File: config.mk
export PLATFORM = sky130hd
export DESIGN_NAME = lsu_decode
export DESIGN_NICKNAME = d
export VERILOG_FILES = /design/src/hw/rv_isa_pkg.sv /design/src/hw/lsu_decode.sv
export SDC_FILE = /design/constraint.sdc
export NUM_CORES = 1
export LEC_CHECK = 0
export ABC_AREA = 1
export BUFFER_PORTS_ARGS = -buffer_cell sky130_fd_sc_hd__clkbuf_2
export CAP_MARGIN = 20
export CORE_AREA = 2 2 145 147
export DETAILED_ROUTE_END_ITERATION = 6
export DIE_AREA = 0 0 147 149
export GPL_TIMING_DRIVEN = 0
export PLACE_DENSITY_LB_ADDON = 0.2
export SLEW_MARGIN = 40
export SYNTH_ARGS = -nofsm -noshare
export SYNTH_HDL_FRONTEND = slang
export SYNTH_SLANG_ARGS = --single-unit
File: constraint.sdc
create_clock -name i_clk -period 3.8 [get_ports i_clk]
set_input_delay 0.38 -clock i_clk [delete_from_list [all_inputs] [get_ports i_clk]]
set_output_delay 0.38 -clock i_clk [all_outputs]
set_load 0.01 [all_outputs]
File: src/hw/rv_isa_pkg.sv
package rv_isa_pkg;

   // Major opcodes
   localparam logic [6:0] OPC_LOAD  = 7'b0000011;
   localparam logic [6:0] OPC_STORE = 7'b0100011;

   // funct3 of loads and stores, the unsigned forms are loads only
   localparam logic [2:0] F3_B  = 3'b000;
   localparam logic [2:0] F3_H  = 3'b001;
   localparam logic [2:0] F3_W  = 3'b010;
   localparam logic [2:0] F3_D  = 3'b011;
   localparam logic [2:0] F3_BU = 3'b100;
   localparam logic [2:0] F3_HU = 3'b101;
   localparam logic [2:0] F3_WU = 3'b110;

   // Access size in bytes
   typedef logic [3:0] access_size_t;

   localparam access_size_t SIZE_B = 4'd1;
   localparam access_size_t SIZE_H = 4'd2;
   localparam access_size_t SIZE_W = 4'd4;
   localparam access_size_t SIZE_D = 4'd8;

   typedef logic [4:0]  reg_idx_t;
   typedef logic [63:0] xlen_t;

   typedef struct packed {
      logic         valid;
      logic         load;
      logic         store;
      logic         sigext;
      access_size_t size;
      reg_idx_t     rd;
      xlen_t        imm;
      xlen_t        rs1_val;
      xlen_t        rs2_val;
   } lsu_op_t;

endpackage

File: src/hw/lsu_decode.sv
`timescale 1ns/100ps

module lsu_decode (
   input  logic                i_clk,
   input  logic                i_rst,
   input  logic                i_valid,
   input  logic [31:0]         i_insn,
   input  rv_isa_pkg::xlen_t   i_rs1_val,
   input  rv_isa_pkg::xlen_t   i_rs2_val,
   output rv_isa_pkg::lsu_op_t o_op
);

   logic [6:0]          opcode;
   logic [2:0]          funct3;
   logic                is_load;
   logic                is_store;
   logic                legal;
   rv_isa_pkg::lsu_op_t op_d;

   assign opcode   = i_insn[6:0];
   assign funct3   = i_insn[14:12];
   assign is_load  = (opcode == rv_isa_pkg::OPC_LOAD);
   assign is_store = (opcode == rv_isa_pkg::OPC_STORE);

   always_comb
   begin
      legal       = 1'b1;
      op_d.sigext = 1'b0;
      op_d.size   = rv_isa_pkg::SIZE_D;
      case (funct3)
         rv_isa_pkg::F3_B:
         begin
            op_d.size   = rv_isa_pkg::SIZE_B;
            op_d.sigext = 1'b1;
         end
         rv_isa_pkg::F3_H:
         begin
            op_d.size   = rv_isa_pkg::SIZE_H;
            op_d.sigext = 1'b1;
         end
         rv_isa_pkg::F3_W:
         begin
            op_d.size   = rv_isa_pkg::SIZE_W;
            op_d.sigext = 1'b1;
         end
         rv_isa_pkg::F3_D:
            op_d.size = rv_isa_pkg::SIZE_D;
         rv_isa_pkg::F3_BU:
            op_d.size = rv_isa_pkg::SIZE_B;
         rv_isa_pkg::F3_HU:
            op_d.size = rv_isa_pkg::SIZE_H;
         rv_isa_pkg::F3_WU:
            op_d.size = rv_isa_pkg::SIZE_W;
         default:
            legal = 1'b0;
      endcase
      // Stores have no unsigned forms
      if (is_store && funct3[2])
         legal = 1'b0;

      op_d.valid   = i_valid & (is_load | is_store) & legal;
      op_d.load    = is_load;
      op_d.store   = is_store;
      op_d.rd      = i_insn[11:7];
      // I-type immediate for loads, S-type for stores
      op_d.imm     = is_store ? {{52{i_insn[31]}}, i_insn[31:25], i_insn[11:7]}
                              : {{52{i_insn[31]}}, i_insn[31:20]};
      op_d.rs1_val = i_rs1_val;
      op_d.rs2_val = i_rs2_val;
   end

   always_ff @(posedge i_clk)
   begin
      o_op <= op_d;
      if (i_rst)
         o_op.valid <= 1'b0;
   end

endmodule

==> flow_summary.yaml <==
status:
  status: "finished, final reports clean"
clocking:
  cts_tree: "yes"
  holdBufCountCts: 0
  cts.repair.resized: 0
  cts_buffers: 17
  cts_sinks: 153
  max-clock-path-buffers: 2
  cts-root-buf: "clkbuf_16"
  clk_pin_slew_ps: 70
  htreeDepth: 4
  post_cts_buffers: 0
synth:
  seq_area_frac_synth: 0.846
  syn_avg_cell_area_um2: 14.7
  ys_warn_count: 0
  synth_cell_types: 10
  yosysTopAreaCell: "dfxtp_1"
  synth_top_area_frac: 0.846
  synth-seq-cells: 153
  syn_inst: 247
  netlist_area_um2: 3620
  synth_fp_nets: 410
  synth.area.top_cells: "dfxtp_1 85%, buf_4 11%, nand2_1 2.2%"
layout:
  n_antenna_cell: 0
  reg_top3: "o_op (153)"
  final_cell_mix: "362 x clkbuf_2, 152 x dfxtp_1, 52 x buf_4"
  layout_commonest_cell: "clkbuf_2"
  drive_gt1_frac: 0.702
  syn_to_final_growth_pct: 77.1
  fin_nets: 791
  largest_reg_flops: 153
  largest_register: "o_op"
  fin_util: 0.312
drt:
  wl_met2_um: 5300
  wl_per_cell_um: 11.4
  finalWirelength_um: 10500
  wl_met1_um: 3660
  drtPass1Iterations: 3
  drtAntennaViolNets: 0
  first_iter_violations: 49
  vias: 2966
  drc_errors: 0
  routed.top_layer: "met4"
  met3_wirelength_um: 1350
  viasPerCell: 3.24
power_and_ir_drop:
  cellLeakagePower_nw: 3.48
  power.internal_mw: 2.92
  p_clk_frac: 0.469
  swShare: 0.233
  p_sw_uw: 888
  pwr-share-seq: 0.452
  irDropWorstVdd_mv: 0.305
  pwr-share-comb: 0.079
  power_density_nw_per_um2: 594
  p_total_mw: 3.81
place:
  dp_hpwl_um: 8550
  gp_congestion: 0.831
  pre_cts_slack_ps: 2160
  port_buffers: 362
timing:
  hold_viol: 0
  drv_slew: 0
  fin_setup_tns_ps: 0
  worst_pin_slew_ps: 477
  slew_headroom: 0.682
  setup_viol: 0
  fmax_ghz: 0.566
  finalCriticalPeriod_ps: 1770
  finalWorstSetupSlack_ps: 2030
  rsz0062_at_grt: "false"
  finalCritPeriodShare: 0.465
setup_path:
  end_kind: "output pin"
  critPathLaunchType: "register"
  worstPathRequired_ps: 3420
  critPathKind: "reg -> out"
  arrival_ps: 1390
  cp_max_fo: 53
floorplanning:
  design.portCount: 368
  row_count: 53
  die_y_um: 149
  die_w_um: 147
  core-area_um2: 20600
  dieArea_um2: 21900
  start_util: 0.176
global_routing:
  grt_pass1_vias: 2948
  grt_start_max_net_pins: 54
  antenna_found_initial: 0
  grt.overflow.total: 0
  track_usage: 0.0915
  grt_pass1_wl_um: 15000
min_path:
  hold_class: "in -> reg"
  min_path_cells: 1
run:
  cap_violations: 0
logic make-up after synthesis:
logic type,after synthesis,share of synthesized area
AND/OR/NAND/NOR,34,0.0380
buffers and inverters,60,0.116
flip-flops,153,0.846
path summary, 6_finish.rpt:
| path | start | endpoint | slack [ps] |
|---|---|---|---|
| worst max-delay path | o_op[139] | o_op[188] | 2030 |
| worst min-delay path | i_rs2_val[33] | o_op[33] | 70 |
worst max-delay path: stages (launching register included):
cell,delay (ps)
dfxtp_4,660
buf_4,190
clkbuf_2,130
metrics by stage:
stage                     hold WS [ps]  instances  cell area (um^2)
final                             65.1        916              6410
after global routing              33.4        916              6410
after CTS                         41.3        916              6410
after detailed placement           484        884              5780
after global placement             482        884              5780
after floorplan                    408        247              3620
per-layer routing:
metal,vias up,track usage
li1,1472,-
met1,1277,0.0901
met2,210,0.159
met3,7,0.0502
met4,0,0.0418
met5,-,0
power groups by stage:
stage / Combinational (mW) / Sequential, mW / Clock, mW
2_1_floorplan: 0.0645 / 1.80 / 0
3_3_place_gp: 0.310 / 1.76 / 0
3_5_place_dp: 0.308 / 1.76 / 0
4_1_cts: 0.308 / 1.72 / 1.85
5_1_grt: 0.326 / 1.73 / 1.92
6_report: 0.301 / 1.72 / 1.79
synthesized netlist by cell type:
master / instances
dfxtp_1: 153
buf_4: 52
nand2_1: 21
nor2_1: 8
inv_1: 7
nand3_1: 2
inv_2: 1
nand2_2: 1
nand4_1: 1
nor2_2: 1
area by class of cell:
type	instances	area, um^2
fillers	2123	14100
clock buffers	17	425
inverters	8	30.0
well taps	275	344
repair buffers	362	1810
flip-flops and latches	153	3070
plain buffers	52	390
clock inverters	15	205
multi-input cells	34	138
(Power assumes the default switching activity.)
