### src/hw/rv_isa_pkg.sv
package rv_isa_pkg;

   // Major opcodes
   localparam logic [6:0] OPC_LOAD  = 7'b0000011;
   localparam logic [6:0] OPC_STORE = 7'b0100011;

   // funct3 of loads and stores, the unsigned forms are loads only
   localparam logic [2:0] F3_B  = 3'b000;
   localparam logic [2:0] F3_H  = 3'b001;
   localparam logic [2:0] F3_W  = 3'b010;
   localparam logic [2:0] F3_D  = 3'b011;
   localparam logic [2:0] F3_BU = 3'b100;
   localparam logic [2:0] F3_HU = 3'b101;
   localparam logic [2:0] F3_WU = 3'b110;

   // Access size in bytes
   typedef logic [3:0] access_size_t;

   localparam access_size_t SIZE_B = 4'd1;
   localparam access_size_t SIZE_H = 4'd2;
   localparam access_size_t SIZE_W = 4'd4;
   localparam access_size_t SIZE_D = 4'd8;

   typedef logic [4:0]  reg_idx_t;
   typedef logic [63:0] xlen_t;

   typedef struct packed {
      logic         valid;
      logic         load;
      logic         store;
      logic         sigext;
      access_size_t size;
      reg_idx_t     rd;
      xlen_t        imm;
      xlen_t        rs1_val;
      xlen_t        rs2_val;
   } lsu_op_t;

endpackage

### src/hw/mem_pkg.sv
package mem_pkg;

   typedef logic [63:0] dword_t;

   // One enable per byte lane
   typedef logic [7:0] byte_en_t;

   typedef struct packed {
      logic                     valid;
      logic                     load;
      logic                     store;
      logic                     sigext;
      rv_isa_pkg::access_size_t size;
      rv_isa_pkg::reg_idx_t     rd;
      rv_isa_pkg::xlen_t        addr;
      rv_isa_pkg::xlen_t        wdata;
   } lsu_req_t;

   typedef struct packed {
      logic                 valid;
      rv_isa_pkg::reg_idx_t rd;
      rv_isa_pkg::xlen_t    data;
   } wb_t;

endpackage

### src/hw/lsu_agu.sv
`timescale 1ns/100ps

module lsu_agu (
   input  logic                i_clk,
   input  logic                i_rst,
   input  rv_isa_pkg::lsu_op_t i_op,
   output mem_pkg::lsu_req_t   o_req
);

   mem_pkg::lsu_req_t req_d;

   always_comb
   begin
      req_d.valid  = i_op.valid;
      req_d.load   = i_op.load;
      req_d.store  = i_op.store;
      req_d.sigext = i_op.sigext;
      req_d.size   = i_op.size;
      req_d.rd     = i_op.rd;
      // Effective address
      req_d.addr   = i_op.rs1_val + i_op.imm;
      req_d.wdata  = i_op.rs2_val;
   end

   always_ff @(posedge i_clk)
   begin
      o_req <= req_d;
      if (i_rst)
         o_req.valid <= 1'b0;
   end

endmodule

### config.mk
export PLATFORM = sky130hd
export DESIGN_NAME = lsu_agu
export DESIGN_NICKNAME = d
export VERILOG_FILES = /design/src/hw/rv_isa_pkg.sv /design/src/hw/mem_pkg.sv /design/src/hw/lsu_agu.sv
export SDC_FILE = /design/constraint.sdc
export NUM_CORES = 1
export LEC_CHECK = 0
export ABC_AREA = 0
export BUFFER_PORTS_ARGS = -buffer_cell sky130_fd_sc_hd__buf_4
export CAP_MARGIN = 20
export CORE_ASPECT_RATIO = 1.5
export CORE_MARGIN = 4
export CORE_UTILIZATION = 30
export CTS_CLUSTER_SIZE = 8
export DETAILED_ROUTE_END_ITERATION = 12
export HOLD_SLACK_MARGIN = 0.05
export PLACE_DENSITY = 0.55
export SETUP_SLACK_MARGIN = 0.5
export SLEW_MARGIN = 20
export SYNTH_ARGS = -nofsm -noshare
export SYNTH_HDL_FRONTEND = slang
export SYNTH_SLANG_ARGS = --single-unit
### constraint.sdc
create_clock -name i_clk -period 3.1 [get_ports i_clk]
set_input_delay 0.155 -clock i_clk [delete_from_list [all_inputs] [get_ports i_clk]]
set_output_delay 0.155 -clock i_clk [all_outputs]
set_load 0.005 [all_outputs]
==> results of run 1 <==
[layer usage]
layer | wire, um | track usage, % | vias up | share of wire [%]
met1 | 9010 | 20.3 | 3115 | 36
li1 | - | - | 3385 | -
met2 | 14200 | 39.0 | 235 | 56
met4 | 533 | 7.36 | 0 | 2.1
met3 | 1590 | 4.69 | 29 | 6.3
met5 | 0 | 0 | - | 0
[power by group through the flow]
stage / combinational, uW / clock [uW] / sequential (uW)
floorplan: 675 / 0 / 2190
global placement: 1530 / 0 / 2180
detailed placement: 1530 / 0 / 2180
CTS: 1620 / 2240 / 2140
global route: 1770 / 2290 / 2160
finish: 1610 / 2170 / 2140
[worst max-delay path: stages]
cell,delay (ps)
buf_4,110
ha_1,440
nand4_1,180
nor4_1,530
o311ai_0,260
o31a_1,200
nand3_1,130
a21oi_1,110
o31a_1,350
o21ai_1,150
xor2_1,140
[cells by family (layout without fill, tap and decap cells)]
group           Yosys count  after routing  share of synthesized area, %
buf+inv                  34            484                          2.45
flops                   141            141                          42.9
compound gates          223            223                          21.4
xor+xnor                 60             60                          7.98
other cells               0              1                             0
simple gates            173            173                          13.0
fa+ha+maj                64             64                          12.3
[placed cells by master, fill, tap and decap left out, types with 4 or more instances in the layout]
cell type	count
clkbuf_16	17
a21o_1	32
nand4_1	15
nor3_1	6
inv_1	13
nor2b_1	7
nor2_1	41
nand2_1	51
a31oi_1	9
dfxtp_1	141
or3_1	4
a21boi_0	5
xnor2_1	38
inv_6	4
o21a_1	5
ha_1	63
nand2b_1	4
o21bai_1	11
xor2_1	22
o21ai_0	38
o21ai_1	6
buf_4	358
dlygate4sd3_1	81
and3_2	6
nand3_1	17
a21oi_1	78
[layout make-up]
| cell class | instances | area (sq um) | share of cell area [%] |
|---|---|---|---|
| Sequential cell | 141 | 2820 | 25.8 |
| Clock buffer | 19 | 433 | 3.96 |
| Antenna cell | 1 | 2.50 | 0.0229 |
| Inverter | 13 | 48.8 | 0.446 |
| Timing Repair Buffer | 439 | 3500 | 32.0 |
| Tap cell | 272 | 340 | 3.11 |
| Multi-Input combinational cell | 520 | 3620 | 33.1 |
| Clock inverter | 13 | 180 | 1.65 |
[metrics by stage]
stage | hold WS [ps] | setup WS [ps] | total power [uW] | cells | utilization [%]
4_1_cts | 57.6 | 628 | 6010 | 1417 | 50.5
3_3_place_gp | 260 | 122 | 3710 | 1304 | 43.9
5_1_grt | 96.8 | 516 | 6220 | 1417 | 50.6
2_1_floorplan | 183 | 525 | 2870 | 695 | -
6_report | 93.8 | 703 | 5920 | 1418 | 50.6
3_5_place_dp | 260 | 182 | 3710 | 1304 | 43.9
[cells in the mapped netlist (11+ instances only)]
library cell    n
dfxtp_1       141
a21oi_1        78
ha_1           63
nand2_1        51
nor2_1         41
o21ai_0        38
xnor2_1        38
a21o_1         32
xor2_1         22
nand3_1        17
nand4_1        15
inv_1          13
clkbuf_1       12
o21bai_1       11
[what timing repair did]
item / CTS / global route
gates resized for setup: 0 / 3
endpoints found under the setup margin: 0 / 4
hold buffers: 81 / 0
endpoints found under the hold margin: 80 / 0
[final timing paths]
kind	startpoint	endpoint	slack, ps	cells after the start
setup / recovery	i_op[93]	o_req[126]	700	11
hold / removal	i_op[126]	o_req[126]	90	3
==> impl_metrics.tcl, run 1 <==
set metrics [dict create \
    slew_violations 0 \
    dp_hpwl_mm 20.3 \
    die_w_um 129 \
    yosysWarnings 0 \
    synth.area.top_cells "dfxtp_1, ha_1, a21oi_1, xnor2_1, a21o_1" \
    ant_nets 0 \
    cp.required_ps 3460 \
    drc 0 \
    setup_total_negative_slack_ps 0 \
    setup_violations 0 \
    top_regs "o_req: 141 flops" \
    grt_pass1_wl_mm 37.9 \
    vias_per_cell 4.77 \
    cap_violations 0 \
    finalHoldViolCount 0 \
    syn-instance-count 695 \
    wl_mm 25.3 \
    synth_flop_cell "dfxtp_1" \
    io_pins 348 \
    netlist_area_sq_mm 0.00658 \
    max-clock-path-buffers 2 \
    slew_headroom_pct 57.6 \
    routedWlPerCell_um 17.8 \
    place_area_sq_mm 0.00950 \
    cts_tree "yes" \
    drtIter0Drc 290 \
    vias 6764 \
    synth.distinct_cells 68 \
    drt_pass1_iterations 4 \
    cp-end-kind "flip-flop" \
    hold_path.class "in -> reg" \
    grt_pass1_vias 7230 \
    initial_utilization_pct 30.4 \
    ys_seq_elements 141 \
    grt_max_degree 17 \
    swShare_pct 28.6 \
    worstSetupPathType "in -> reg" \
    rsz0062_at_grt "false" \
    num_rows 66 \
    place.port_buffers 347 \
    post-cts-setup-buffers 0 \
    fill_cells 2050 \
    clock.fmax_mhz 417 \
    cts_root_buffer "clkbuf_16" \
    clock_sinks 141 \
    syn_nets 966 \
    p_per_area_mw_per_mm2 541 \
    intPower_uw 4230 \
    largest_reg_flops 141 \
    synth_top_cell_by_area "dfxtp_1" \
    async_flop_share_pct 0 \
    cp_max_fo 8 \
    tightest_slew_ps 620 \
    htreeDepth 4 \
    layout_min_cycle_time_ps 2400 \
    core_sq_mm 0.0216 \
    nets 1403 \
    finalWeightedCongestion 0.844 \
    fp.dieArea_sq_mm 0.0244 \
    gr-usage-all-layers_pct 20.1 \
    drive_gt1_share_pct 35.9 \
    status "finished clean" \
    cts_made_buffers 17 \
    chipHeight_um 189 \
    clk_pin_slew_ps 60 \
    syn2layout_area_growth_pct 66.2 \
    p_leak_uw 0.00519 \
    synth_top_area_share_pct 42.9 \
    p_clk_share_pct 36.6 \
    seq_area_frac_synth_pct 42.9 \
    start_kind "input pin" \
    arrival_ps 2760 \
    final_cell_area_sq_mm 0.0109 \
    largest_register "o_req" \
    power_frac_seq_pct 36.1 \
    power_switching_uw 1690 \
    syn_area_per_cell_sq_um 9.47 \
    synth_edf_count 0 \
    grt-ovfl-total 0 \
    post-route-period-util_pct 77.3 \
    ir_drop_mv 0.432 \
    pwr-share-comb_pct 27.2 \
    antenna_found_initial 0 \
]
No activity file was read; power rests on OpenSTA's default activity.
==> inputs of run 2 (changes only) <==
PLACE_DENSITY = 0.57   (was 0.55)
clock period = 2.1 ns   (was 3.1 ns; I/O delays follow)
==> impl_metrics.tcl, run 2 (synthesis gave the netlist of run 1 again) <==
set metrics [dict create \
    nets 1598 \
    grt-ovfl-total 0 \
    arrival_ps 2330 \
    rsz0062_at_grt "true" \
    htreeDepth 4 \
    setup_violations 0 \
    worst_hold_slack_ps 62.9 \
    chipHeight_um 189 \
    drtIter0Drc 252 \
    max_stage_delay_ps 370 \
    top_regs "o_req: 141 flops" \
    syn2layout_area_growth_pct 108 \
    grt_pass1_vias 8217 \
    cp_max_fo 3 \
    drc 0 \
    finalWeightedCongestion 0.876 \
    wl_mm 27.8 \
    p_per_area_mw_per_mm2 693 \
    fp.dieArea_sq_mm 0.0244 \
    path_buf_inv 2 \
    clock.fmax_mhz 507 \
    p_leak_uw 0.00631 \
    io_pins 348 \
    power_uw 9480 \
    ir_drop_mv 0.557 \
    cp.required_ps 2450 \
    die_w_um 129 \
    vias 7542 \
    post-route-period-util_pct 94.0 \
    hold_depth 3 \
    worstSetupPathType "in -> reg" \
    initial_utilization_pct 30.4 \
    path_cells "buf_6 -> ha_4 -> fa_2 -> a21oi_4 -> nor2_4 -> nor4_4 -> buf_4 -> nor2_4 -> a21oi_4 -> o2111a_2 -> o31ai_4 -> a31oi_1 -> xnor2_1" \
    place_area_sq_mm 0.0111 \
    layout_min_cycle_time_ps 1970 \
    ant_nets 0 \
    start_kind "input pin" \
    cts_made_buffers 17 \
    core_sq_mm 0.0216 \
    gr-usage-all-layers_pct 22.2 \
    routedWlPerCell_um 17.2 \
    drt_pass1_iterations 4 \
    antenna_found_initial 3 \
    status "finished clean" \
    vias_per_cell 4.67 \
    tightest_slew_ps 478 \
    largest_register "o_req" \
    drive_gt1_share_pct 56.4 \
    grt_pass1_wl_mm 41.9 \
    cts_root_buffer "clkbuf_16" \
    slew_headroom_pct 67.8 \
    slew_violations 0 \
    layout_common_cells "buf_4, dfxtp_1, dlygate4sd3_1, buf_6, nand2_1" \
    critPathSlowestCell "fa_2" \
    largest_reg_flops 141 \
    grt_max_degree 17 \
    cap_violations 0 \
    num_rows 66 \
    hold_path.class "in -> reg" \
    path_depth 13 \
    final_common_cell "buf_4" \
    max-clock-path-buffers 2 \
    cp-end-kind "flip-flop" \
    clk_pin_slew_ps 60 \
    finalHoldViolCount 0 \
    fill_cells 1804 \
    final_cell_area_sq_mm 0.0137 \
    place.port_buffers 347 \
    clock_sinks 141 \
    dp_hpwl_mm 21.9 \
    crit_family "compound AO/OA/AOI/OAI gates" \
    setup_total_negative_slack_ps 0 \
    cts_tree "yes" \
]
[run 2: cell count changes in the layout (fill, tap and decap cells not counted), sizes merged]
cell	before	now
clkbuf	19	21
inv	19	16
bufinv	3	1
diode	1	3
buf	358	550
dlygate4sd3	81	84
clkinvlp	2	5
[run 2: cell type report]
type                            count  area [sq um]  area share [%]
Inverter                           13          51.3           0.375
Clock inverter                     11           110           0.805
Antenna cell                        3          7.51          0.0549
Tap cell                          272           340            2.49
Clock buffer                       21           460            3.37
Timing Repair Buffer              634          5150            37.7
Sequential cell                   141          2820            20.6
Multi-Input combinational cell    520          4730            34.6
[run 2: tightest hold or removal path, delay by kind of cell]
kind,cells,cell delay [ps]
adder cells (fa/ha/maj),1,180
buffers and inverters,2,180
[run 2: timing repair]
item | CTS | global route
setup endpoints to repair | 42 | 50
endpoints found under the hold margin | 81 | 1
pin swaps | 88 | 48
gates resized for setup | 129 | 59
setup buffers | 20 | 16
hold buffers | 83 | 1
[run 2: where the power goes]
group	leakage [uW]	switching, uW	internal (uW)	total (uW)
Clock	0.000264	1230	1700	2930
Combinational	0.00486	1420	1960	3390
Sequential	0.00119	121	3040	3160
Total	0.00631	2770	6710	9480
[run 2: final timing paths]
path,slack (ps),to,start
max,130,o_req[124],i_op[128]
min,60,o_req[65],i_op[65]
[run 2: stage by stage]
step,worst slack [ps],std cells,util (%)
after detailed placement,-457,1460,51.4
final,126,1615,63.2
after global routing,50.0,1615,63.2
after CTS,-2.67,1595,61.2
after global placement,-454,1460,51.4
after floorplan,-55.1,695,-
[run 2: layer usage]
metal | GRT usage [%] | share of wire, % | vias to the layer above
met5 | 1.05 | 0 | -
met4 | 10.4 | 3.3 | 0
met3 | 6.46 | 6.7 | 51
met2 | 41.6 | 55 | 243
met1 | 21.8 | 35 | 3475
li1 | - | - | 3773
==> inputs of run 3 (changes only) <==
BUFFER_PORTS_ARGS = -buffer_cell sky130_fd_sc_hd__buf_2   (was -buffer_cell sky130_fd_sc_hd__buf_4)
==> impl_metrics.tcl, run 3 (synthesis gave the netlist of run 1 again) <==
set metrics [dict create \
    cp_max_fo 3 \
    critPathSlowestCell "fa_2" \
    cts_tree "yes" \
    grt_max_degree 17 \
    drtIter0Drc 265 \
    drive_gt1_share_pct 57.1 \
    cts_root_buffer "clkbuf_16" \
    worstSetupPathType "in -> reg" \
    syn2layout_area_growth_pct 101 \
    clk_pin_slew_ps 60 \
    finalHoldViolCount 0 \
    chipHeight_um 189 \
    dp_hpwl_mm 21.1 \
    gr-usage-all-layers_pct 22.2 \
    io_pins 348 \
    routedWlPerCell_um 17.4 \
    clock.fmax_mhz 511 \
    nets 1615 \
    initial_utilization_pct 30.4 \
    hold_start "i_op[126]" \
    max_stage_delay_ps 380 \
    clock_sinks 141 \
    rsz0062_at_grt "true" \
    slew_headroom_pct 70.0 \
    num_rows 66 \
    fill_cells 1846 \
    multi_input_comb_area_sq_mm 0.00484 \
    setup_violations 0 \
    max-clock-path-buffers 2 \
    hold_depth 3 \
    p_leak_uw 0.00616 \
    tightest_slew_ps 445 \
    wl_mm 28.5 \
    post-route-period-util_pct 93.2 \
    arrival_ps 2270 \
    drc 0 \
    grt_pass1_vias 8198 \
    ant_nets 0 \
    cts_made_buffers 17 \
    fp.dieArea_sq_mm 0.0244 \
    top_regs "o_req: 141 flops" \
    hold_path.class "in -> reg" \
    hold_path_end "o_req[126]" \
    worst_hold_slack_ps 62.4 \
    path_cells "buf_6 -> ha_4 -> fa_2 -> a21oi_4 -> nor2_2 -> nor4_4 -> buf_4 -> o31a_1 -> nand3_2 -> a21oi_4 -> o31a_1 -> o21ai_2 -> xor2_1" \
    drt_pass1_iterations 4 \
    core_sq_mm 0.0216 \
    vias_per_cell 4.71 \
    status "finished clean" \
    vias 7690 \
    crit_family "compound AO/OA/AOI/OAI gates" \
    largest_reg_flops 141 \
    ir_drop_mv 0.562 \
    grt_pass1_wl_mm 41.7 \
    htreeDepth 4 \
    die_w_um 129 \
    cap_violations 0 \
    fin_cells 1632 \
    antenna_found_initial 5 \
    grt-ovfl-total 0 \
    place_inst 1458 \
    path_buf_inv 2 \
    regArea_sq_mm 0.00282 \
    final_common_cell "buf_2" \
    slew_violations 0 \
    layout_common_cells "buf_2, buf_4, dfxtp_1, dlygate4sd3_1, buf_6" \
    p_per_area_mw_per_mm2 705 \
    finalWeightedCongestion 0.856 \
    cp-end-kind "flip-flop" \
    power_uw 9300 \
    place.port_buffers 347 \
    largest_register "o_req" \
    cp.required_ps 2410 \
    start_kind "input pin" \
    layout_min_cycle_time_ps 1960 \
]
==> run 3: routing by layer <==
metal	GRT usage [%]	vias up	routed length, um
met5	0	-	21
met4	9.09	4	878
met3	5.73	48	1650
met2	43.1	229	16000
met1	21.6	3596	9890
li1	-	3813	-
==> run 3: final cells by class <==
type | count | share of cell area, %
Multi-Input combinational cell | 520 | 36.7
Clock inverter | 12 | 0.767
Tap cell | 272 | 2.58
Antenna cell | 3 | 0.0568
Sequential cell | 141 | 21.4
Clock buffer | 20 | 3.53
Timing Repair Buffer | 651 | 34.6
Inverter | 13 | 0.388
==> run 3: worst max path at each step <==
stage	start	end	slack, ps	cells after the start
floorplan	i_op[64]	o_req[112]	-60	11
global placement	i_op[130]	o_req[102]	-530	13
detailed placement	i_op[130]	o_req[102]	-500	13
CTS	i_op[64]	o_req[126]	20	13
global route	i_op[64]	o_req[126]	9	13
finish	i_op[128]	o_req[126]	140	13
==> run 3: what timing repair did <==
item | CTS | global route
resized for setup | 114 | 109
hold buffers | 85 | 0
pin swaps | 72 | 63
endpoints found under the hold margin | 84 | 0
endpoints found under the setup margin | 44 | 48
setup buffers | 29 | 25
==> run 3: through the flow <==
step	util [%]	setup TNS [ps]	cell area, sq um	setup WS [ps]
final	61.0	0	13200	142
after detailed placement	47.3	-10460	10200	-502
after global placement	47.3	-9570	10200	-529
after floorplan	-	-129	7090	-55.1
after global routing	61.0	0	13200	8.98
after CTS	57.4	0	12400	18.7
==> run 3: where the power goes <==
part	leakage (uW)	internal [uW]	total, uW	switching (uW)
Sequential	0.00119	3040	3140	97.9
Combinational	0.00470	1770	3230	1460
Clock	0.000264	1630	2940	1310
