### config.mk
export PLATFORM = sky130hd
export DESIGN_NAME = lsu
export DESIGN_NICKNAME = d
export VERILOG_FILES = /design/src/hw/rv_isa_pkg.sv /design/src/hw/mem_pkg.sv /design/src/hw/lsu.sv
export SDC_FILE = /design/constraint.sdc
export NUM_CORES = 1
export LEC_CHECK = 0
export ABC_AREA = 0
export BUFFER_PORTS_ARGS = -buffer_cell sky130_fd_sc_hd__buf_2
export CAP_MARGIN = 20
export CORE_AREA = 2 2 140 142
export CTS_CLUSTER_DIAMETER = 80
export CTS_CLUSTER_SIZE = 12
export DETAILED_ROUTE_END_ITERATION = 6
export DIE_AREA = 0 0 142 144
export REMOVE_ABC_BUFFERS = 1
export SYNTH_ARGS = -nofsm -noshare
export SYNTH_HDL_FRONTEND = slang
export SYNTH_SLANG_ARGS = --single-unit
### constraint.sdc
create_clock -name i_clk -period 2.6 [get_ports i_clk]
set_input_delay 0.26 -clock i_clk [delete_from_list [all_inputs] [get_ports i_clk]]
set_output_delay 0.26 -clock i_clk [all_outputs]
set_load 0.02 [all_outputs]
### src/hw/rv_isa_pkg.sv
package rv_isa_pkg;

   // Major opcodes
   localparam logic [6:0] OPC_LOAD  = 7'b0000011;
   localparam logic [6:0] OPC_STORE = 7'b0100011;

   // funct3 of loads and stores, the unsigned forms are loads only
   localparam logic [2:0] F3_B  = 3'b000;
   localparam logic [2:0] F3_H  = 3'b001;
   localparam logic [2:0] F3_W  = 3'b010;
   localparam logic [2:0] F3_D  = 3'b011;
   localparam logic [2:0] F3_BU = 3'b100;
   localparam logic [2:0] F3_HU = 3'b101;
   localparam logic [2:0] F3_WU = 3'b110;

   // Access size in bytes
   typedef logic [3:0] access_size_t;

   localparam access_size_t SIZE_B = 4'd1;
   localparam access_size_t SIZE_H = 4'd2;
   localparam access_size_t SIZE_W = 4'd4;
   localparam access_size_t SIZE_D = 4'd8;

   typedef logic [4:0]  reg_idx_t;
   typedef logic [63:0] xlen_t;

   typedef struct packed {
      logic         valid;
      logic         load;
      logic         store;
      logic         sigext;
      access_size_t size;
      reg_idx_t     rd;
      xlen_t        imm;
      xlen_t        rs1_val;
      xlen_t        rs2_val;
   } lsu_op_t;

endpackage

### src/hw/mem_pkg.sv
package mem_pkg;

   typedef logic [63:0] dword_t;

   // One enable per byte lane
   typedef logic [7:0] byte_en_t;

   typedef struct packed {
      logic                     valid;
      logic                     load;
      logic                     store;
      logic                     sigext;
      rv_isa_pkg::access_size_t size;
      rv_isa_pkg::reg_idx_t     rd;
      rv_isa_pkg::xlen_t        addr;
      rv_isa_pkg::xlen_t        wdata;
   } lsu_req_t;

   typedef struct packed {
      logic                 valid;
      rv_isa_pkg::reg_idx_t rd;
      rv_isa_pkg::xlen_t    data;
   } wb_t;

endpackage

### src/hw/lsu.sv
`timescale 1ns/100ps

module lsu #(
   parameter int DRAM_AW = 16
)
(
   input  logic                 i_clk,
   input  logic                 i_rst,
   input  mem_pkg::lsu_req_t    i_req,

   // RAM side
   output logic [DRAM_AW-1:0]   o_dram_addr,
   output mem_pkg::byte_en_t    o_dram_we,
   output logic                 o_dram_re,
   output mem_pkg::dword_t      o_dram_din,
   input  mem_pkg::dword_t      i_dram_dout,

   output mem_pkg::wb_t         o_wb
);

   logic [2:0]               lane;
   mem_pkg::byte_en_t        lane_mask;

   logic                     pend_valid;
   logic [2:0]               pend_lane;
   rv_isa_pkg::access_size_t pend_size;
   logic                     pend_sigext;
   rv_isa_pkg::reg_idx_t     pend_rd;

   logic [7:0]               res_8b;
   logic [15:0]              res_16b;
   logic [31:0]              res_32b;
   mem_pkg::wb_t             wb_d;

   // Lanes come from the full request address
   assign lane        = i_req.addr[2:0];
   assign o_dram_addr = {i_req.addr[DRAM_AW-1:3], 3'b000};

   always_comb
   begin
      case (i_req.size)
         rv_isa_pkg::SIZE_B:
            lane_mask = 8'b0000_0001 << lane;
         rv_isa_pkg::SIZE_H:
            lane_mask = 8'b0000_0011 << {lane[2:1], 1'b0};
         rv_isa_pkg::SIZE_W:
            lane_mask = 8'b0000_1111 << {lane[2], 2'b00};
         default:
            lane_mask = 8'b1111_1111;
      endcase
   end

   assign o_dram_we = {8{i_req.valid & i_req.store}} & lane_mask;
   assign o_dram_re = i_req.valid & i_req.load;

   // Store data copied to every lane, the enables pick the bytes
   always_comb
   begin
      case (i_req.size)
         rv_isa_pkg::SIZE_B:
            o_dram_din = {8{i_req.wdata[7:0]}};
         rv_isa_pkg::SIZE_H:
            o_dram_din = {4{i_req.wdata[15:0]}};
         rv_isa_pkg::SIZE_W:
            o_dram_din = {2{i_req.wdata[31:0]}};
         default:
            o_dram_din = i_req.wdata;
      endcase
   end

   // Held while the RAM read is in flight
   always_ff @(posedge i_clk)
   begin
      pend_lane   <= lane;
      pend_size   <= i_req.size;
      pend_sigext <= i_req.sigext;
      pend_rd     <= i_req.rd;
      if (i_rst)
         pend_valid <= 1'b0;
      else
         pend_valid <= o_dram_re;
   end

   assign res_8b  = i_dram_dout[{pend_lane, 3'b000} +: 8];
   assign res_16b = i_dram_dout[{pend_lane[2:1], 4'b0000} +: 16];
   assign res_32b = pend_lane[2] ? i_dram_dout[63:32] : i_dram_dout[31:0];

   always_comb
   begin
      wb_d.valid = pend_valid;
      wb_d.rd    = pend_rd;
      case (pend_size)
         rv_isa_pkg::SIZE_B:
            wb_d.data = {{56{pend_sigext & res_8b[7]}}, res_8b};
         rv_isa_pkg::SIZE_H:
            wb_d.data = {{48{pend_sigext & res_16b[15]}}, res_16b};
         rv_isa_pkg::SIZE_W:
            wb_d.data = {{32{pend_sigext & res_32b[31]}}, res_32b};
         default:
            wb_d.data = i_dram_dout;
      endcase
   end

   always_ff @(posedge i_clk)
   begin
      o_wb <= wb_d;
      if (i_rst)
         o_wb.valid <= 1'b0;
   end

endmodule

==> results.md, run 1 <==
* Final wirelength at 16980 um
* Total grt overflow at 0
* Drt via density at 4.877
* Setup violations, final at 0
* Power, Total at 3780 uW
* Layer carrying the most global-route usage: met2
* Die area at 20450 um2
* CTS resizes at 0
* Setup bufs post-CTS at 0
* Peak Freq at 469.1 MHz
* First-pass DRT Iterations at 7
* Antenna violations before repair at 1
* Post-synthesis cell type count at 47
* Core Area at 19080 um2
* Final period util at 81.98%
* P_leak at 0.003314 uW
* FFs w/ async S/R, synth at 0%
* Worst Setup End Kind: output port
* Clock sinks at 84
* Number of cell rows at 51
* Die Span X at 142 um
* Crit start category: input pin
* Clk buf depth at 2
* Pin slew with the least headroom to its limit at 1016 ps
* Most frequent CP cell: buf_2
* Largest net degree at the start of global routing at 43
* Clock skew at 7.005 ps
* First-pass GRT wire length at 24650 um
* Status: finished clean
* CP max stage cell: nor3b_2
* Met3 Usage GRT at 4.570%
* Fin Setup TNS at 0 ps
* Critical Path RT at 2340 ps
* Gr usage total at 15.74%
* DIE HEIGHT at 144 um
* Gpl congestion at 0.7669
* Yosys Warn Count at 0
* Initial DRC Count at 271
* Sequential area share after synthesis at 34.76%
* Avg Cell Area, Syn at 9.755 um2
* Layout cell share with drive strength beyond 1 at 52.44%
* Main synth FF type: dfxtp_1
* Post-DP HPWL at 12830 um
* Maximum vdd drop at 316.4 uV
* Max Cap Viol at 0
* Post-synth EDFFs at 0
* Routed vias at 4857
* P&R area growth vs syn at 38.35%
* Crit Path Max Fanout at 8
* Hold Fails Final Rpt at 0
* Synth Instances at 496
* Crit path arrival time at 1870 ps
* PD cells at 564.7 nW/um2
* Critical path's largest stage delay at 690 ps
* Drt wl/cell at 17.04 um
* Rel. slew slack at 31.96%
* Synth Register Bits at 84
* Met1 Track Usage GR at 18.30%
* Layout Nets at 959
* Reg clk slew, reported paths at 60 ps
* M2 GR Usage at 27.41%
* Min-delay worst type: input pin to flip-flop
* Critical path cell sequence: buf_2 -> xor2_1 -> nor3b_2 -> a222oi_1 -> inv_1 -> buf_2
* ANT nets after route at 0
* CTS tree: done
* Synth Cell Area at 4838 um2
* RSZ-0062 raised after global routing: no
* Vias in the first global route at 4447
* Final Non-Filler Cells at 996
* Port buffer count at 288
* Initial Util at 25.36%
* Final count of pins violating max slew at 0
* Num CTS Buffers at 9
* Worst setup path class: input pin to output port
* Htree depth at 3
* Period minus WS final at 2132 ps
* Clock Latency Late Sink at 350 ps
* Io pins at 366
* Cell count after placement at 974
* DRC viols at 0
* Root Buffer Master: clkbuf_16
==> repair_timing <==
action | 4_1_cts | 5_1_grt
endpoints found under the setup margin | 0 | 0
hold buffers | 4 | 1
hold endpoints to repair | 4 | 1
==> path summary, 6_finish.rpt <==
check	start	end	slack, ps	cells past startpoint
hold / removal	i_req[137]	pend_sigext$_DFF_P_	20	1
setup / recovery	i_req[134]	o_dram_din[45]	470	6
setup reg to reg	pend_lane[0]$_DFF_P_	o_wb[59]$_DFF_P_	580	4
hold reg to reg	pend_rd[2]$_DFF_P_	o_wb[66]$_DFF_P_	330	0
==> per-layer routing <==
metal	wire (um)	up-vias
met4	355	0
li1	-	2332
met5	0	-
met1	6679	2265
met2	8477	238
met3	1462	22
==> cell type report <==
| type | instances | area, um2 |
|---|---|---|
| sequential | 84 | 1683 |
| clock buffer | 9 | 225.2 |
| timing repair buffer | 308 | 1629 |
| multi-input combinational | 320 | 2690 |
| inverter | 29 | 108.9 |
| clock inverter | 7 | 57.56 |
| fill | 1949 | 12390 |
| tap | 238 | 297.8 |
| antenna | 1 | 2.502 |
==> flip-flops by register name, summed over array words and instances, names as in the netlist <==
name	count
o_wb	70
pend_lane	3
pend_rd	5
pend_sigext	1
pend_size	4
pend_valid	1
==> report_power, final <==
group	internal, uW	switching [uW]
registers	1400	39.5
logic	456	645
clock network	661	576
==> placed cells by master, fill, tap and decap left out, types with 5 or more instances in the layout <==
cell type and n:
o21ai_0 10, nor4b_4 5, mux4_2 19, a31oi_1 26, mux2_2 46, o2bb2ai_1 5
a21oi_1 11, nand3_1 6, a21o_1 32, nand2_1 47, dlygate4sd3_1 5, buf_4 13
a221o_1 7, nor2_1 28, buf_2 288, a22oi_1 12, clkbuf_16 9, a222oi_1 20
inv_1 29, dfxtp_1 83
==> critical path: cells and delay by family <==
family	cells	cell delay, ps
AND/OR/NAND/NOR	1	690
buffers and inverters	3	470
XOR/XNOR	1	260
AO/OA/AOI/OAI	1	190
==> cell families after synthesis <==
| logic type | count (synthesis) | share of synthesized area (%) |
|---|---|---|
| flops | 84 | 34.76 |
| simple gates | 101 | 10.78 |
| other cells | 1 | 0.07751 |
| mux | 69 | 20.71 |
| compound gates | 143 | 22.50 |
| xor+xnor | 4 | 0.7242 |
| buf+inv | 94 | 10.45 |
==> cell usage after synthesis, types with 5 or more instances <==
| cell type | number | area [um2] |
|---|---|---|
| o21ai_0 | 10 | 50.05 |
| buf_6 | 5 | 56.30 |
| a222oi_1 | 20 | 200.2 |
| clkbuf_1 | 15 | 56.30 |
| a21o_1 | 32 | 240.2 |
| dfxtp_1 | 84 | 1682 |
| a21oi_1 | 11 | 55.05 |
| nand2_1 | 47 | 176.4 |
| mux2_2 | 46 | 518.0 |
| nand3_1 | 6 | 30.03 |
| nor2_1 | 28 | 105.1 |
| buf_2 | 20 | 100.1 |
| o2bb2ai_1 | 5 | 43.79 |
| buf_4 | 24 | 180.2 |
| a31oi_1 | 26 | 162.7 |
| a221o_1 | 7 | 70.07 |
| inv_1 | 29 | 108.9 |
| mux4_2 | 19 | 427.9 |
| a22oi_1 | 12 | 90.09 |
==> metrics by stage <==
| stage | cell area [um2] | worst slack (ps) | utilization, % | hold slack [ps] |
|---|---|---|---|---|
| after floorplan | 4449 | -90.79 | - | 287.7 |
| after global placement | 6359 | 501.2 | 33.33 | 309.8 |
| after detailed placement | 6359 | 464.1 | 33.33 | 312.1 |
| after CTS | 6681 | 464.0 | 35.02 | 0.4279 |
| after global routing | 6694 | 354.2 | 35.08 | 12.80 |
| final | 6694 | 468.4 | 35.08 | 19.67 |
(Power assumes the default switching activity.)
==> run 2: changes to the inputs <==
--- a/config.mk
+++ b/config.mk
@@ -8,11 +8,11 @@
 export ABC_AREA = 0
 export BUFFER_PORTS_ARGS = -buffer_cell sky130_fd_sc_hd__buf_2
 export CAP_MARGIN = 20
-export CORE_AREA = 2 2 140 142
+export CORE_AREA = 2 2 141 143
 export CTS_CLUSTER_DIAMETER = 80
 export CTS_CLUSTER_SIZE = 12
 export DETAILED_ROUTE_END_ITERATION = 6
-export DIE_AREA = 0 0 142 144
+export DIE_AREA = 0 0 143 145
 export REMOVE_ABC_BUFFERS = 1
 export SYNTH_ARGS = -nofsm -noshare
 export SYNTH_HDL_FRONTEND = slang
==> constraint.sdc (replaced) <==
create_clock -name i_clk -period 2.2 [get_ports i_clk]
set_input_delay 0.22 -clock i_clk [delete_from_list [all_inputs] [get_ports i_clk]]
set_output_delay 0.22 -clock i_clk [all_outputs]
set_load 0.02 [all_outputs]
==> run 2 against run 1 <==
Net effect: largest power group unchanged; combinational power increased by 20%; wire length increased by 4.0%; global-route usage increased by 0.83 points; sequential power increased by 18%; via count increased by 0.97%; first-iteration DRC count decreased by 19%; largest cell class unchanged.
==> results.md, run 2 (synthesized netlist as in run 1, its figures left out) <==
* Max reg flops at 70
* Hold-critical path depth at 2
* Total grt overflow at 0
* Die area at 20740 um2
* Final WS setup at 109.6 ps
* Drt via density at 4.738
* Crit Path Max Fanout at 8
* Die Span X at 143 um
* Min-delay worst type: input pin to flip-flop
* Maximum vdd drop at 321.8 uV
* Hold Fails Final Rpt at 0
* Peak Freq at 478.4 MHz
* Regs by FF count: o_wb (70), pend_rd (5), pend_size (4)
* DIE HEIGHT at 145 um
* Gpl congestion at 0.8047
* Crit start category: input pin
* CTS resizes at 0
* Status: finished clean
* Routed vias at 4904
* WL met2 at 8966 um
* Reg2reg path depth at 4
* Wl on met1 at 6823 um
* CTS tree: done
* DRC viols at 0
* Rel. slew slack at 33.24%
* Clk buf depth at 2
* Antenna violations before repair at 0
* Clock sinks at 84
* Gr usage total at 16.56%
* Cell count after placement at 1013
* Pre-CTS setup slack at 55.65 ps
* Most frequent cells in the layout: buf_2 (288), dfxtp_1 (83), nand2_1 (47)
* Core Area at 19210 um2
* Clock Latency Late Sink at 350 ps
* Hold_ws at 38.81 ps
* Worst setup path class: input pin to output port
* Period minus WS final at 2090 ps
* CTS Hold Bufs at 6
* Worst Setup End Kind: output port
* Final period util at 95.02%
* P_leak at 0.003373 uW
* Area occupied by multi-input gates at 2690 um2
* Setup bufs post-CTS at 0
* Htree depth at 3
* Post-DP HPWL at 13880 um
* First-pass GRT wire length at 26310 um
* Initial Util at 25.19%
* Clock skew at 9.572 ps
* Io pins at 366
* Fin Setup TNS at 0 ps
* PD cells at 665.8 nW/um2
* Largest net degree at the start of global routing at 37
* Number of cell rows at 51
* Crit path arrival time at 1870 ps
* Fill count at 1973
* Initial DRC Count at 220
* First-pass DRT Iterations at 5
* Critical Path RT at 1980 ps
* Port buffer count at 288
* Power, Total at 4544 uW
* Biggest register: o_wb
* Max Cap Viol at 0
* Pin slew with the least headroom to its limit at 996.7 ps
* Root Buffer Master: clkbuf_16
* Layout Nets at 972
* Antenna cells at 0
* Layout cell share with drive strength beyond 1 at 53.12%
* P&R area growth vs syn at 41.07%
* RSZ-0062 raised after global routing: no
* Setup violations, final at 0
* Vias in the first global route at 4882
* Final count of pins violating max slew at 0
* Reg clk slew, reported paths at 70 ps
* Seq. cell area at 1683 um2
* Drt wl/cell at 17.06 um
* Routed met3 length at 1492 um
* Final wirelength at 17660 um
* ANT nets after route at 0
* Commonest non-fill, non-tap cell in the layout: buf_2
* Top Layer Used: met5
* Final Non-Filler Cells at 1035
* Num CTS Buffers at 9
run 2: power by group:
| group | total [uW] | switching, uW | leakage (uW) | internal (uW) |
|---|---|---|---|---|
| Sequential | 1700 | 46.6 | 0.000708 | 1660 |
| Combinational | 1320 | 768 | 0.00253 | 551 |
| Clock | 1520 | 726 | 0.000135 | 795 |
| Total | 4540 | 1540 | 0.00337 | 3000 |
run 2: worst paths after layout:
| path | startpoint | to | slack [ps] |
|---|---|---|---|
| setup reg to reg | pend_lane[0]$_DFF_P_ | o_wb[32]$_DFF_P_ | 110 |
| hold reg to reg | pend_rd[2]$_DFF_P_ | o_wb[66]$_DFF_P_ | 330 |
| setup / recovery | i_req[134] | o_dram_din[47] | 110 |
| hold / removal | i_rst | pend_valid$_SDFF_PP0_ | 40 |
run 2: worst max-delay path, cell delays in order:
cell	delay, ps
buf_2	210
xor2_1	260
nor3b_2	640
a222oi_1	180
inv_1	160
buf_2	180
run 2: area by class of cell:
cell class	instances	area share (%)
Clock buffer	9	3.300
Multi-Input combinational cell	320	39.41
Clock inverter	7	1.027
Inverter	29	1.595
Timing Repair Buffer	321	25.15
Sequential cell	84	24.66
Tap cell	265	4.858
run 2: stage by stage:
step | instance area, um2 | utilization (%)
after floorplan | 4449 | -
after global routing | 6825 | 35.54
after CTS | 6825 | 35.54
after detailed placement | 6470 | 33.69
final | 6825 | 35.54
after global placement | 6470 | 33.69
run 2: routing by layer:
layer  GRT usage [%]  vias up
li1                -     2356
met1           18.11     2299
met2           29.35      226
met3           5.446       21
met4           5.545        2
met5           3.759        -
==> run 3: changes to the inputs <==
--- a/config.mk
+++ b/config.mk
@@ -14,6 +14,8 @@
 export DETAILED_ROUTE_END_ITERATION = 6
 export DIE_AREA = 0 0 143 145
 export REMOVE_ABC_BUFFERS = 1
+export SETUP_SLACK_MARGIN = 0.3
+export SLEW_MARGIN = 40
 export SYNTH_ARGS = -nofsm -noshare
 export SYNTH_HDL_FRONTEND = slang
 export SYNTH_SLANG_ARGS = --single-unit
==> run 3 against run 2 <==
Net effect: die area unchanged; worst hold slack improved by 10 ps; design area increased by 2.1%; sequential power about the same; largest cell class unchanged.
==> results.md, run 3 (synthesized netlist as in run 1, its figures left out) <==
* Status: finished clean
* Final period util at 83.06%
* Io pins at 366
* Crit start category: input pin
* Cell count after placement at 1015
* First-pass GRT wire length at 26270 um
* Power, Total at 4614 uW
* DRC viols at 0
* Fin Setup TNS at 0 ps
* Cell internal pwr at 3125 uW
* Port buffer count at 288
* Antenna violations before repair at 0
* Largest net degree at the start of global routing at 37
* Post-DP HPWL at 13960 um
* Layout cell share with drive strength beyond 1 at 54.84%
* Comb pwr share at 29.2%
* Total grt overflow at 0
* Clock Latency Late Sink at 340 ps
* Min-delay worst type: input pin to flip-flop
* Switching power at 1489 uW
* Vias in the first global route at 4891
* Max reg flops at 70
* Die Span X at 143 um
* Final Non-Filler Cells at 1040
* Drt via density at 4.774
* Clock sinks at 84
* Setup crit start: i_req[135]
* Root Buffer Master: clkbuf_16
* Clk buf depth at 2
* Setup violations, final at 0
* Worst Setup End Kind: output port
* ANT nets after route at 0
* P_leak at 0.003439 uW
* Commonest non-fill, non-tap cell in the layout: buf_2
* Hold_ws at 49.16 ps
* Core Area at 19210 um2
* Gpl congestion at 0.8047
* Regs by FF count: o_wb (70), pend_rd (5), pend_size (4)
* Reg clk slew, reported paths at 70 ps
* Layout Nets at 977
* Crit Path Max Fanout at 8
* Antenna cells at 0
* Final count of pins violating max slew at 0
* Most frequent cells in the layout: buf_2 (282), dfxtp_1 (82), nand2_1 (47)
* PD cells at 662.1 nW/um2
* DIE HEIGHT at 145 um
* Htree depth at 3
* Hold Fails Final Rpt at 0
* Worst setup path class: input pin to output port
* Drt wl/cell at 16.86 um
* Initial Util at 25.19%
* Critical Path RT at 1980 ps
* Num CTS Buffers at 9
* Peak Freq at 547.2 MHz
* Part of the power in registers at 36.9%
* Routed vias at 4965
* RR Startpoint: pend_lane[0]$_DFF_P_
* Worst hold start: i_rst
* Period minus WS final at 1827 ps
* Gr usage total at 16.47%
* First-pass DRT Iterations at 7
* Clk pwr share at 33.9%
* CTS tree: done
* P&R area growth vs syn at 44.01%
* Fill count at 1965
* Initial DRC Count at 203
* Biggest register: o_wb
* Maximum vdd drop at 297.7 uV
* RSZ-0062 raised after global routing: yes
* Number of cell rows at 51
* Max Cap Viol at 0
* Die area at 20740 um2
* Crit path arrival time at 1610 ps
* Final wirelength at 17540 um
* Clock skew at 10.29 ps
* Switching part of the total at 32.26%
## run 3: changes by cell type in the layout (fill, tap and decap cells not counted), moves of 3 or more
cell | before | now
buf_4 | 26 | 30
clkinvlp_4 | 3 | 0
buf_2 | 288 | 282
clkbuf_4 | 0 | 3
## run 3: area by class of cell
cell class | instances | area, um2 | area share (%)
Clock buffer | 9 | 225.2 | 3.232
Tap cell | 265 | 331.6 | 4.758
Clock inverter | 7 | 81.33 | 1.167
Multi-Input combinational cell | 320 | 2734 | 39.24
Sequential cell | 84 | 1687 | 24.21
Timing Repair Buffer | 326 | 1800 | 25.84
Inverter | 29 | 108.9 | 1.562
## run 3: power groups by stage
stage	Clock (uW)	Sequential, uW	Combinational (uW)
floorplan	0	1920	562
global placement	0	1740	1310
detailed placement	0	1740	1320
CTS	1630	1710	1340
global route	1680	1720	1450
finish	1560	1700	1350
## run 3: final timing paths
kind | to | slack (ps) | cells past startpoint
worst max-delay path | o_dram_we[6] | 370 | 6
worst min-delay path | pend_valid$_SDFF_PP0_ | 50 | 2
worst max register to register | o_wb[32]$_DFF_P_ | 380 | 5
worst min register to register | o_wb[64]$_DFF_P_ | 330 | 0
## run 3: per-layer routing
metal  vias to the layer above  wire length (um)  GRT usage (%)
met4                         2               270          5.347
li1                       2364                 -              -
met2                       255              9040          29.09
met5                         -               103          3.759
met3                        21              1633          6.007
met1                      2323              6490          17.80
## run 3: what timing repair did
item | in CTS | in global routing
pin swaps | 0 | 6
endpoints found under the setup margin | 61 | 55
resized for setup | 7 | 13
hold buffers | 6 | 0
hold endpoints to repair | 6 | 0
buffers inserted | 0 | 3
cloned | 0 | 0
## run 3: stage by stage
step / area [um2] / setup WS (ps) / utilization [%]
global placement: 6470 / 110.1 / 33.69
finish: 6968 / 372.7 / 36.28
detailed placement: 6500 / 68.86 / 33.84
global route: 6968 / 289.0 / 36.28
CTS: 6888 / 220.5 / 35.86
floorplan: 4449 / -490.8 / -
## run 3: critical path, cell delays in order
cell	delay, ps
clkbuf_4	180
or4b_4	600
a21boi_2	180
o21ai_0	80
a21oi_1	160
buf_2	190
